### config.mk
export PLATFORM = sky130hd
export DESIGN_NAME = pmp_region_match
export DESIGN_NICKNAME = d
export VERILOG_FILES = /design/src/hw/pmp_check_pkg.sv /design/src/hw/pmp_region_match.sv
export VERILOG_INCLUDE_DIRS = /design/src /design/src/hw
export SDC_FILE = /design/constraint.sdc
export NUM_CORES = 1
export LEC_CHECK = 0
export ABC_AREA = 1
export BUFFER_PORTS_ARGS = -buffer_cell sky130_fd_sc_hd__buf_2
export CAP_MARGIN = 10
export CELL_PAD_IN_SITES_DETAIL_PLACEMENT = 1
export CELL_PAD_IN_SITES_GLOBAL_PLACEMENT = 2
export CORE_UTILIZATION = 26
export DETAILED_ROUTE_END_ITERATION = 10
export PLACE_DENSITY = 0.84
export SYNTH_ARGS = -nofsm -noshare
export SYNTH_HDL_FRONTEND = slang
export SYNTH_SLANG_ARGS = --single-unit
### constraint.sdc
create_clock -name vclk -period 2.2
set_input_delay 0.22 -clock vclk [all_inputs]
set_output_delay 0.22 -clock vclk [all_outputs]
set_load 0.05 [all_outputs]
### src/hw/pmp_check_macros.svh
`ifndef PMP_CHECK_MACROS_SVH
`define PMP_CHECK_MACROS_SVH

// Region count and widths
`define PMP_NUM_REGIONS 4
`define XLEN            32
`define PMP_CFG_W       8

// PMP CSR address window, cfg0 first
`define CSR_PMPCFG0     12'h3A0
`define CSR_PMP_LAST    12'h3EF

// Instruction fields
`define OPC_SYSTEM      7'b1110011
`define F3_CSRRW        3'b001

// Exception causes as reported on retirement
`define EXC_INSTR_ACC   6'd1
`define EXC_ILL_INSTR   6'd2
`define EXC_LOAD_ACC    6'd5
`define EXC_STORE_ACC   6'd7

// Privilege codes
`define PRIV_U          2'b00
`define PRIV_M          2'b11

`endif

### src/hw/pmp_check_pkg.sv
`include "pmp_check_macros.svh"

package pmp_check_pkg;

  // Address matching mode of one region
  typedef enum logic [1:0] {
    OFF   = 2'd0,
    TOR   = 2'd1,
    NA4   = 2'd2,
    NAPOT = 2'd3
  } pmp_mode_e;

  typedef enum logic [1:0] {
    EXEC  = 2'd0,
    READ  = 2'd1,
    WRITE = 2'd2
  } pmp_acc_e;

  // One pmpcfg byte, lock in the top bit
  typedef struct packed {
    logic      lock;
    logic [1:0] zero;
    pmp_mode_e mode;
    logic      x;
    logic      w;
    logic      r;
  } pmpcfg_t;

  typedef struct packed {
    logic       trap;
    logic       exception;
    logic [5:0] cause;
  } trap_t;

  // Retirement record from the core
  typedef struct packed {
    logic             valid;
    logic [31:0]      insn;
    logic [1:0]       mode;
    trap_t            trap;
    logic [`XLEN-1:0] rs1_rdata;
    logic [`XLEN-1:0] pc;
    logic [`XLEN-1:0] mem_addr;
    logic [3:0]       mem_rmask;
    logic [3:0]       mem_wmask;
  } retire_t;

  // PMP CSR values seen before the retirement
  typedef struct packed {
    pmpcfg_t [`PMP_NUM_REGIONS-1:0]         cfg;
    logic [`PMP_NUM_REGIONS-1:0][`XLEN-1:0] addr;
    logic                                   mprv;
    logic [1:0]                             mpp;
  } pmp_state_t;

  // Reported pmpcfg0 write, one byte per region
  typedef struct packed {
    logic [3:0][`PMP_CFG_W-1:0] wdata;
    logic [3:0][`PMP_CFG_W-1:0] wmask;
  } cfg_write_t;

  typedef struct packed {
    logic is_pmp_csr;
    logic is_cfg0_csrrw;
    logic spare;
  } csr_info_t;

  typedef struct packed {
    logic valid;
    logic csr_priv;
    logic exec;
    logic load;
    logic store;
    logic cfg;
  } verdict_t;

endpackage

### src/hw/pmp_region_match.sv
`timescale 1ns/1ps
`include "pmp_check_macros.svh"

module pmp_region_match (
  input  pmp_check_pkg::pmp_state_t pmp_state_i,
  input  logic [`XLEN-1:0]          addr_i,
  input  logic [1:0]                priv_i,
  input  pmp_check_pkg::pmp_acc_e   acc_i,
  output logic                      allowed_o
);

  // Word address lines up with the pmpaddr encoding
  logic [`XLEN-1:0]            word_addr;
  logic [`PMP_NUM_REGIONS-1:0] region_hit;
  logic [`PMP_NUM_REGIONS-1:0] region_allow;

  assign word_addr = {2'b00, addr_i[`XLEN-1:2]};

  for (genvar i = 0; i < `PMP_NUM_REGIONS; i++) begin : gen_region
    logic [`XLEN-1:0] tor_lo;
    logic [`XLEN-1:0] napot_mask;
    logic             tor_hit;
    logic             na4_hit;
    logic             napot_hit;
    logic             perm;

    // Region 0 in TOR mode starts at address zero
    if (i == 0) begin : gen_base
      assign tor_lo = '0;
    end else begin : gen_prev
      assign tor_lo = pmp_state_i.addr[i-1];
    end

    // Trailing ones plus the next bit are don't-care in NAPOT
    assign napot_mask = ~(pmp_state_i.addr[i] ^ (pmp_state_i.addr[i] + 1'b1));

    assign tor_hit   = (word_addr >= tor_lo) && (word_addr < pmp_state_i.addr[i]);
    assign na4_hit   = (word_addr == pmp_state_i.addr[i]);
    assign napot_hit = ((word_addr ^ pmp_state_i.addr[i]) & napot_mask) == '0;

    assign region_hit[i] =
      (pmp_state_i.cfg[i].mode == pmp_check_pkg::TOR)   ? tor_hit   :
      (pmp_state_i.cfg[i].mode == pmp_check_pkg::NA4)   ? na4_hit   :
      (pmp_state_i.cfg[i].mode == pmp_check_pkg::NAPOT) ? napot_hit :
      1'b0;

    assign perm =
      (acc_i == pmp_check_pkg::READ)  ? pmp_state_i.cfg[i].r :
      (acc_i == pmp_check_pkg::WRITE) ? pmp_state_i.cfg[i].w :
      (acc_i == pmp_check_pkg::EXEC)  ? pmp_state_i.cfg[i].x :
      1'b0;

    // M-mode bypasses unlocked regions
    assign region_allow[i] = ((priv_i == `PRIV_M) && !pmp_state_i.cfg[i].lock) || perm;
  end

  // Walk from the top so the lowest matching region is applied last
  always_comb begin
    allowed_o = (priv_i == `PRIV_M);
    for (int i = `PMP_NUM_REGIONS - 1; i >= 0; i--) begin
      if (region_hit[i]) begin
        allowed_o = region_allow[i];
      end
    end
  end

endmodule

==> results of run 1 <==
==> stage by stage <==
step	setup slack [ns]	hold slack [ns]	setup TNS [ns]	cells	util (%)
3_3_place_gp	-0.679	0.993	-0.679	2066	41.5
2_1_floorplan	0.0995	0.834	0	1260	-
4_1_cts	-0.410	0.953	-0.410	2073	42.4
6_report	-0.344	0.945	-0.344	2080	46.3
5_1_grt	-0.468	1.00	-0.468	2080	46.3
3_5_place_dp	-0.767	0.999	-0.767	2066	41.5
==> cell usage in the layout, fill, tap and decap left out, types with 3 or more instances in the layout <==
master,instances
nand2_2,23
inv_1,250
nor3_1,29
nor4_1,3
ha_1,80
buf_8,5
a21oi_2,5
nor3_2,14
a21oi_1,56
buf_12,7
nand4_1,42
o22ai_1,3
nor3_4,3
clkbuf_4,5
inv_4,4
nor2_4,7
o21a_1,4
buf_6,13
or2_2,4
o21ai_0,34
nand2_1,348
nor2_1,150
nor2_2,20
nand3_2,14
buf_2,159
inv_2,14
o21bai_1,12
nand3_1,56
o21ai_1,9
a31oi_1,3
o211ai_1,3
ha_4,43
buf_4,307
==> kinds of logic (layout without fill, tap and decap cells) <==
family / Yosys count / in the layout / synth area share, %
XOR/XNOR: 1 / 1 / 0.136
AND/OR/NAND/NOR: 722 / 722 / 47.5
adder cells (fa/ha/maj): 124 / 124 / 24.1
AO/OA/AOI/OAI: 144 / 144 / 12.7
buffers and inverters: 269 / 765 / 15.7
==> power by group <==
group	total (uW)	switching [uW]	internal, uW
clock network	0	0	0
logic	2180	1130	1050
registers	0	0	0
==> cell type report <==
class              count  area share, %
multi-input cells    991           56.2
repair buffers       496           31.1
inverters            269           9.09
well taps            324           3.60
==> metal layers <==
metal / up-vias / GRT usage, % / wire, microns
met4: 0 / 8.04 / 1040
met5: - / 0 / 0
met2: 224 / 45.6 / 17100
li1: 5035 / - / -
met3: 46 / 1.54 / 1320
met1: 4706 / 32.4 / 15300
==> final timing paths <==
check | slack, ns | endpoint | cells past startpoint | startpoint
max | -0.34 | allowed_o | 16 | pmp_state_i[84]
min | 0.95 | allowed_o | 6 | pmp_state_i[131]
==> worst min-delay path, cell delays in order <==
cell	delay (ns)
buf_2	0.08
nand2_1	0.04
nand3_1	0.07
o211ai_1	0.09
nand2_2	0.08
buf_8	0.14
==> repair_timing <==
action | 4_1_cts | 5_1_grt
gates cloned | 0 | 0
pin swaps | 18 | 63
endpoints found under the setup margin | 1 | 1
setup buffers | 7 | 7
gates resized for setup | 38 | 188
endpoints found under the hold margin | 0 | 0
==> results by stage, run 1 <==
Floorplanning:
- The die area is around 25000 sq um.
- The number of placement rows is between 50 and 60.
- For this configuration, the core starts out at a cell density of between 20% and 30%.
- The chip width is 159 microns.
- In this run the standard cell core region covers approximately 24000 sq um.
- In this run the count of I/O pins placed on the die edge is 200.
- In this run the vertical extent of the chip is 159 microns.

Critical path:
- The dominant cell type by count on the critical path is nand2_1.
- Traced cell by cell, the critical path runs through buf_2 > nand2_1 > nor3_1 > nand2_1 > nor4_1 > nor2_1 > nor2_1 > nand3_1 > nand2_2 > nand3_2 > nand2_1 > inv_1 > nand2_1 > nand2_1 > nand2_2 > buf_8.
- The element type at the critical path end is an output port.
- For the worst setup path, the data arrival time is around 2.3 ns.
- Data on the critical path is required at its endpoint by ~2.0 ns.
- The critical path contains buffers and inverters numbering 3 combined.
- In this run the worst path has a maximum fanout of 3.
- The cell type of the slowest stage on the worst timing path is nor3_1.
- In this design, the largest share of critical-path delay is due to simple AND/OR/NAND/NOR gates.
- The startpoint class of the critical path is an input port.
- The largest stage delay on the critical path is between 0.3 and 0.4 ns.
- The setup path with the least slack is of type input port to output port.

Detailed routing:
- The violation count after the first detailed-routing iteration is between 400 and 500.
- The sum of routed wire length over all layers is approximately 35000 microns.
- The count of nets left with antenna violations once routing finished came out at 0.
- Dividing the detail-routed wire length by the instance count gives between 15 and 20 microns.
- The total iterations of the first detailed-routing run is 4.
- In the routed layout, each cell is associated on average with a via count of ~4.8.
- The detailed-route via count is ~10000.
- In the routed design, unresolved DRC markers number 0.

Logic synthesis:
- Ranked by instance count, the synthesized netlist is headed by nand2_1, inv_1, nor2_1.
- The most used standard cell by instance count after synthesis is nand2_1.
- The warning count from the yosys run is 0.
- The synthesized cell area is between 6000 and 7000 sq um.
- The average footprint of a synthesized cell is just over 5 sq um.
- After technology mapping, the gate count stands at between 1000 and 1500.
- Of all cell types, the one taking the most synthesized area is ha_1.
- By area the synthesized netlist is led by ha_1, nand2_1, inv_1, nor2_1, nand3_1.
- The proportion of synthesized chip area in sequential cells is 0%.
- The number of distinct standard cells referenced by the synthesized netlist is 36.
- The share of synthesized area in the top cell type comes to 24.1%.
- The number of nets in the synthesized netlist is 1583.

Power and ir drop:
- Total power for the finished layout comes to approximately 2200 uW.
- The leakage power figure is between 0.006 and 0.007 uW.
- Power spread over the standard cell area amounts to between 150 and 200 nW/um^2.
- IR analysis of the VDD net gives a maximum drop of between 90 and 100 uV.

Status:
- The flow ran to the end, but the final reports show violations.
- The final reports fail on setup timing.

STA:
- The number of pins exceeding their max-slew limit in the final report is 0.
- Setup violations remaining at the end of the flow were counted as 1.
- In this run the tightest slew margin relative to its limit is ~72%.
- The worst path uses 116% of the clock period.
- At the pin with the least slew margin, the transition time is about 0.41 ns.
- Derived from the worst setup path, the maximum achievable clock frequency is roughly 390 MHz.
- Subtracting the final worst setup slack from the clock period gives 2.54 ns.
- The number of hold violations in the final report is 0.
- Setup repair after global routing could not meet its margin everywhere.
- The setup slack of the critical path after layout is -0.344 ns.

GRT:
- The number of global-route vias before repair is ~11000.
- The total overflow reported by the global router is 0.
- The initial antenna violation count is 0.
- Entering global routing, the biggest net connects 7 pins.
- The all-layer global routing usage is 25.5%.
- The global-route wire length before repair is ~52000 microns.

Placed design:
- Routability-driven placement finished with a final weighted congestion of around 0.91.
- The total of buffers placed on input and output ports is approximately 190.
- Once placement finished, the instance area stood at around 10000 sq um.
- Detailed placement ended at an HPWL of 29700 microns.

Finish:
- The fraction of layout instances using a drive strength above 1 is a little under two fifths.
- The number of fill cells in the layout is between 3000 and 4000.
- Summing all multi-input logic gate instances after layout gives 6330 sq um.
- In the finished layout, the clock tree contains a buffer count of 0.
- The final layout contains a sequential cell count of 0.
- Relative to the synthesized area, the layout overhead comes to 74.6%.
- The final layout contains roughly 2100 nets.
- The final cell area excluding filler cells is 11300 sq um.
- The repair_antennas step left the layout with diodes totalling 0.
- The area of all sequential standard cells is 0 sq um.

Hold path:
- The classification of the worst-slack hold path is input port to output port.

Clock network:
- The hold buffer count at cts is 0.

Flow run:
- The number of max-cap violations is 0.
(Power assumes the default switching activity.)
==> run 2: changes to the inputs <==
Settings changed: CORE_ASPECT_RATIO from default to 0.9.
==> results by stage, run 2 (synthesis results as in run 1) <==
Critical path:
- The maximum fanout encountered on the critical timing path is 4 (was 3).
- The critical path data arrival time is 2.35 ns (was 2.32 ns).
- The critical path launch point is addr_i[5] (was pmp_state_i[84]).
- The element type at the critical path end is an output port (unchanged).
- The critical path class is input port to output port (unchanged).
- The startpoint class of the critical path is an input port (unchanged).
- The required time at the worst-slack endpoint is 1.98 ns (about the same).

Floorplanning:
- The initial core utilization is 26.5% (about the same).
- The placeable core area is 24300 sq um (about the same).
- The number of placement rows was 54 (was 57).
- The die span in y is 151 microns (was 159 microns).
- The die area is 25400 sq um (about the same).
- The chip width is 168 microns (was 159 microns).
- The boundary pin count was 200 (unchanged).

STA:
- The number of hold violations in the final report is 0 (unchanged).
- The headroom to the max-slew limit is 75.2% (was 72.2%).
- The total setup violations reported at the end of the flow is 1 (unchanged).
- The transition time at the pin with the least slew margin is 0.372 ns (was 0.413 ns).
- The number of pins exceeding their max-slew limit in the final report is 0 (unchanged).
- The setup slack of the critical path after layout is -0.375 ns (was -0.344 ns).
- Setup repair after global routing missed its margin: yes (unchanged).
- The final critical-path share of the clock period came to 117% (was 116%).
- The time the final worst path needs with I/O delays and setup is 2.57 ns (was 2.54 ns).
- The highest attainable clock frequency is 388 MHz (was 393 MHz).

Finish:
- The area taken by multi-input logic gates is 6370 sq um (was 6330 sq um).
- The fraction of layout instances using a drive strength above 1 is 38.3% (was 37.5%).
- The utilization after layout is 46.7% (was 46.3%).
- The net count of the finished layout is 2088 (was 2081).
- The final cell area excluding filler cells came to 11400 sq um (was 11300 sq um).
- The final cell count without fillers was 2071 (was 2080).
- The number of clock buffer instances in the layout came to 0 (unchanged).
- The number of fill cells in the layout is 3420 (was 3391).
- The number of antenna repair diodes is 0 (unchanged).
- The area of all sequential standard cells is 0 sq um (unchanged).
- The sequential cell count is 0 (unchanged).
- Commonest cells after routing, fill and taps aside: nand2_1, buf_4, inv_1, buf_2, nor2_1 (unchanged).
- The area growth from synthesis to layout came to 76.1% (was 74.6%).
- The leading cell type in the layout, fill and taps excluded was nand2_1 (unchanged).

GRT:
- The initial antenna violation count is 0 (unchanged).
- The global-route wire length before repair came to 52300 microns (was 51800 microns).
- The number of global-route vias before repair is 10400 (was 10500).
- The all-layer global routing usage is 26.4% (was 25.5%).
- The maximum number of pins on one net before global-route repair came to 7 (unchanged).
- The total overflow reported by the global router is 0 (unchanged).

Status:
- Status: finished, violations left (unchanged).
- Failing checks: setup timing (unchanged).

Clock network:
- The hold buffer count at cts came to 0 (unchanged).

Detailed routing:
- The number of vias per cell after detailed routing is 4.90 (was 4.81).
- The violation count after the first detailed-routing iteration came to 361 (was 404).
- The DRC violations left is 0 (unchanged).
- The sum of routed wire length over all layers is 35500 microns (was 34700 microns).
- The total iterations of the first detailed-routing run is 5 (was 4).
- The detailed-route via count is 10100 (was 10000).
- The average wire per standard cell is 17.1 microns (was 16.7 microns).
- The remaining number of nets flagged by the antenna check after routing was 0 (unchanged).

Placed design:
- The detailed placement HPWL came to 30600 microns (was 29700 microns).
- The total of buffers placed on input and output ports came to 187 (unchanged).
- The number of placed instances with taps included is 2060 (was 2066).
- The placed standard-cell area is 10200 sq um (was 10100 sq um).
- The weighted congestion at the end of routability-driven global placement is 0.946 (was 0.912).

Hold path:
- The classification of the worst-slack hold path is input port to output port (unchanged).
- The startpoint of the most critical hold path is pmp_state_i[131] (unchanged).

Power and ir drop:
- The maximum vdd ir drop is 92.2 uV (was 98.3 uV).
- The leakage power figure is 0.00633 uW (was 0.00626 uW).
- The power per cell area is 195 nW/um^2 (was 194 nW/um^2).

Flow run:
- The number of max-cap violations was 0 (unchanged).
run 2: changes by cell type in the layout (fill, tap and decap cells not counted), moves of 5 or more:
cell / previous run / this run
buf_6: 13 / 21
buf_4: 307 / 300
a21oi_2: 5 / 10
nor2_1: 150 / 144
nand2_1: 348 / 339
buf_2: 159 / 164
nand2_2: 23 / 30
run 2: cell type report:
class	instances	share of cell area [%]
Timing Repair Buffer	503	31.5
Inverter	269	8.95
Multi-Input combinational cell	991	56.1
Tap cell	308	3.39
run 2: path summary, 6_finish.rpt:
kind                   endpoint  slack [ns]  depth (start not counted)
worst min-delay path  allowed_o        0.95                          6
worst max-delay path  allowed_o       -0.37                         18
run 2: layer usage:
metal	vias up	share of wire [%]	track usage, %
met1	4784	46	34.9
met5	-	0	0
met3	42	4.3	1.38
met2	264	47	47.0
met4	0	2.8	6.51
li1	5057	-	-
run 2: stage by stage:
stage / TNS (ns) / worst slack (ns) / total power, uW / hold slack, ns
after detailed placement: -0.772 / -0.772 / 1920 / 1.01
after floorplan: 0 / 0.0995 / 799 / 0.834
final: -0.375 / -0.375 / 2220 / 0.951
after global routing: -0.518 / -0.518 / 2440 / 0.998
after CTS: -0.416 / -0.416 / 1970 / 0.969
after global placement: -0.719 / -0.719 / 1860 / 1.02
run 2: report_power, final:
part	internal, uW	total [uW]	switching [uW]	leakage (uW)
sequential	0	0	0	0
clock	0	0	0	0
combinational	1060	2220	1150	0.00633
run 2: timing repair:
action / 4_1_cts / 5_1_grt
pin swaps: 16 / 91
buffers inserted: 3 / 9
endpoints found under the setup margin: 1 / 1
gates cloned: 0 / 0
gates resized for setup: 36 / 204
run 2: critical path, stage by stage:
cell,delay [ns]
clkbuf_4,0.21
ha_4,0.32
nand2_1,0.07
inv_1,0.09
nand4_1,0.21
nor2_2,0.14
nand4_1,0.15
nand3_2,0.13
nand2_2,0.06
a21oi_2,0.14
nand2_1,0.08
nand2_1,0.06
nand2_1,0.05
nand2_1,0.08
nand2_2,0.06
nand2_2,0.07
nand2_2,0.06
buf_8,0.15
==> run 3: changes to the inputs <==
Settings changed: ABC_AREA 1 to default, CORE_UTILIZATION 26 to 27, PLACE_DENSITY 0.84 to 0.83, RECOVER_POWER from default to 100.
==> results by stage, run 3 <==
Finish:
- The sequential cell count is 0 (unchanged).
- The number of antenna repair diodes is 0 (unchanged).
- The number of fill cells in the layout was 2513 (was 3420).
- The utilization after layout is 47.8% (was 46.7%).
- Commonest cells after routing, fill and taps aside: buf_4, buf_2, inv_1, ha_1, a21oi_1 (was nand2_1, buf_4, inv_1, buf_2, nor2_1).
- The number of clock buffer instances in the layout is 0 (unchanged).
- The leading cell type in the layout, fill and taps excluded is buf_4 (was nand2_1).
- The net count of the finished layout is 1561 (was 2088).
- The final cell count without fillers is 1481 (was 2071).
- The area growth from synthesis to layout is 72.3% (was 76.1%).
- The fraction of layout instances using a drive strength above 1 is 42.2% (was 38.3%).
- The area of all sequential standard cells is 0 sq um (unchanged).

Logic synthesis:
- The post-synthesis compound-gate area fraction is 29.1% (was 12.7%).
- The area share of fa/ha/maj cells after synthesis came to 30.2% (was 24.1%).
- The synthesized cell area is 5140 sq um (was 6450 sq um).
- Cell types occupying the most area after synthesis: ha_1, inv_1, a21oi_1, nand4_1, a31oi_1 (was ha_1, nand2_1, inv_1, nor2_1, nand3_1).
- The average footprint of a synthesized cell is 6.80 sq um (was 5.12 sq um).
- The multiplexer area fraction after synthesis is 0.780% (was 0%).
- The number of nets in the synthesized netlist was 1078 (was 1583).
- The leading area contributor after synthesis was ha_1 (unchanged).
- The most used standard cell by instance count after synthesis was inv_1 (was nand2_1).
- The combinational family with the most area after synthesis is adder cells (was simple AND/OR/NAND/NOR gates).
- Most frequent cells after synthesis: inv_1, ha_1, a21oi_1 (was nand2_1, inv_1, nor2_1).
- The proportion of synthesized chip area in sequential cells was 0% (unchanged).
- The simple-gate share of the synthesized area is 29.6% (was 47.5%).
- The XOR/XNOR share of the synthesized area is 0.682% (was 0.136%).
- The number of distinct standard cells referenced by the synthesized netlist came to 64 (was 36).
- The number of standard cells after synthesis was 755 (was 1260).
- The warning count from the yosys run is 0 (unchanged).
- The area share of the leading cell type in the synthesized netlist was 30.2% (was 24.1%).

STA:
- The highest attainable clock frequency is 304 MHz (was 388 MHz).
- The final critical-path share of the clock period is 150% (was 117%).
- The transition time at the pin with the least slew margin came to 0.674 ns (was 0.372 ns).
- The number of pins exceeding their max-slew limit in the final report is 0 (unchanged).
- The final setup TNS is -1.09 ns (was -0.375 ns).
- The headroom to the max-slew limit came to 53.9% (was 75.2%).
- The number of hold violations in the final report is 0 (unchanged).
- Setup repair after global routing missed its margin: yes (unchanged).
- The total setup violations reported at the end of the flow is 1 (unchanged).
- The worst-case hold slack was 0.917 ns (was 0.951 ns).
- The time the final worst path needs with I/O delays and setup came to 3.29 ns (was 2.57 ns).
- The setup slack of the critical path after layout is -1.09 ns (was -0.375 ns).

Critical path:
- The timing endpoint of the critical path is allowed_o (unchanged).
- The critical path class was input port to output port (unchanged).
- The dominant cell type by count on the critical path is o311ai_4 (was nand2_1).
- The critical path's top delay family is simple AND/OR/NAND/NOR gates (unchanged).
- The maximum fanout encountered on the critical timing path is 3 (was 4).
- CP Cell Sequence: buf_2 > ha_4 > a21oi_2 > or4_1 > nor4_2 > nand4_1 > or4_4 > o311ai_4 > a41oi_2 > o311ai_4 > a31oi_4 > buf_6 (was clkbuf_4 > ha_4 > nand2_1 > inv_1 > nand4_1 > nor2_2 > nand4_1 > nand3_2 > nand2_2 > a21oi_2 > nand2_1 > nand2_1 > nand2_1 > nand2_1 > nand2_2 > nand2_2 > nand2_2 > buf_8).
- The largest stage delay on the critical path was 0.52 ns (was 0.32 ns).
- The startpoint class of the critical path is an input port (unchanged).
- The element type at the critical path end is an output port (unchanged).
- The critical path launch point is addr_i[28] (was addr_i[5]).
- The cell type of the slowest stage on the worst timing path is or4_1 (was ha_4).
- The critical path depth in cells is 12 (was 18).
- The worst path buffer plus inverter count is 2 (was 3).
- The critical path data arrival time is 3.07 ns (was 2.35 ns).
- The required time at the worst-slack endpoint was 1.98 ns (about the same).

Hold path:
- The classification of the worst-slack hold path is input port to output port (unchanged).
- The hold-critical path depth was 4 (was 6).

Power and ir drop:
- The maximum vdd ir drop is 83.8 uV (was 92.2 uV).
- The leakage power figure is 0.00481 uW (was 0.00633 uW).
- The sequential share of power came to 0% (about the same).
- The net switching power figure is 855 uW (was 1150 uW).
- The internal portion of total power is 894 uW (was 1060 uW).
- The net switching share of the total power is 48.9% (was 52.1%).
- The power share of the clock group is 0% (about the same).
- The power per cell area was 198 nW/um^2 (was 195 nW/um^2).
- The relative contribution of combinational cells to total power is 100.0% (about the same).

Clock network:
- The post-CTS setup buffer count is 0 (was 3).
- The hold buffer count at cts is 0 (unchanged).

GRT:
- The maximum number of pins on one net before global-route repair is 9 (was 7).
- The initial antenna violation count came to 2 (was 0).
- The total overflow reported by the global router is 0 (unchanged).
- The all-layer global routing usage is 26.2% (was 26.4%).
- The number of global-route vias before repair is 8115 (was 10400).
- The global-route wire length before repair came to 40900 microns (was 52300 microns).

Detailed routing:
- The DRC violations left is 0 (unchanged).
- The violation count after the first detailed-routing iteration is 321 (was 361).
- The remaining number of nets flagged by the antenna check after routing is 0 (unchanged).
- The number of vias per cell after detailed routing is 5.28 (was 4.90).
- The sum of routed wire length over all layers was 26100 microns (was 35500 microns).
- The average wire per standard cell is 17.7 microns (was 17.1 microns).
- The total iterations of the first detailed-routing run is 5 (unchanged).
- The detailed-route via count came to 7813 (was 10100).

Floorplanning:
- The number of placement rows was 47 (was 54).
- The placeable core area is 18500 sq um (was 24300 sq um).
- The initial core utilization was 27.7% (was 26.5%).
- The die span in y came to 133 microns (was 151 microns).
- The boundary pin count came to 200 (unchanged).
- The die area is 19600 sq um (was 25400 sq um).
- The chip width is 147 microns (was 168 microns).

Status:
- Failing checks: setup timing (unchanged).
- Status: finished, violations left (unchanged).

Placed design:
- The number of placed instances with taps included is 1481 (was 2060).
- The detailed placement HPWL is 24100 microns (was 30600 microns).
- The total of buffers placed on input and output ports is 187 (unchanged).
- The weighted congestion at the end of routability-driven global placement is 0.975 (was 0.946).

Flow run:
- The number of max-cap violations is 0 (unchanged).
[run 3: changes by cell type after synthesis, sizes merged, moves of 14 or more]
| cell | change |
|---|---|
| nor3 | -27 |
| nor2 | -147 |
| o21ai | -24 |
| and3 | +16 |
| nand3 | -43 |
| and4 | +14 |
| nor4 | +24 |
| a31oi | +33 |
| inv | -142 |
| nand2 | -331 |
| a21oi | +18 |
[run 3: cells by family after synthesis]
kind of cell	after synthesis
buf+inv	132
mux	4
xor+xnor	4
compound gates	228
simple gates	263
fa+ha+maj	124
[run 3: cell type report]
class	count	area, sq um	area share (%)
Inverter	128	488	5.51
Multi-Input combinational cell	623	4800	54.2
Tap cell	245	307	3.46
Timing Repair Buffer	485	3260	36.8
[run 3: repair_timing]
| action | CTS | global route |
|---|---|---|
| endpoints found under the setup margin | 1 | 1 |
| gates cloned | 0 | 0 |
| pin swaps | 1 | 6 |
| resized for setup | 8 | 11 |
[run 3: metrics by stage]
step | instance area (sq um) | worst slack [ns] | total power, uW
2_1_floorplan | 5200 | -0.719 | 706
3_3_place_gp | 8740 | -1.18 | 1650
3_5_place_dp | 8740 | -1.28 | 1710
4_1_cts | 8790 | -1.09 | 1730
5_1_grt | 8850 | -1.24 | 1920
6_report | 8850 | -1.09 | 1750
[run 3: worst min-delay path by stage]
| stage | endpoint | slack [ns] | start |
|---|---|---|---|
| final | allowed_o | 0.92 | pmp_state_i[131] |
| after CTS | allowed_o | 0.90 | pmp_state_i[131] |
| after detailed placement | allowed_o | 0.99 | pmp_state_i[131] |
| after floorplan | allowed_o | 0.79 | pmp_state_i[146] |
| after global routing | allowed_o | 0.94 | pmp_state_i[131] |
| after global placement | allowed_o | 0.98 | pmp_state_i[131] |
[run 3: power groups by stage]
| stage | sequential (uW) | combinational [uW] | clock [uW] |
|---|---|---|---|
| 5_1_grt | 0 | 1920 | 0 |
| 3_5_place_dp | 0 | 1710 | 0 |
| 6_report | 0 | 1750 | 0 |
| 4_1_cts | 0 | 1730 | 0 |
| 3_3_place_gp | 0 | 1650 | 0 |
| 2_1_floorplan | 0 | 706 | 0 |
[run 3: layer usage]
metal | GRT usage [%] | wire, microns | vias to the layer above
met2 | 47.1 | 12300 | 205
met1 | 34.4 | 12100 | 3670
li1 | - | - | 3894
met4 | 5.38 | 593 | 4
met3 | 1.14 | 1090 | 40
met5 | 0 | 24 | -
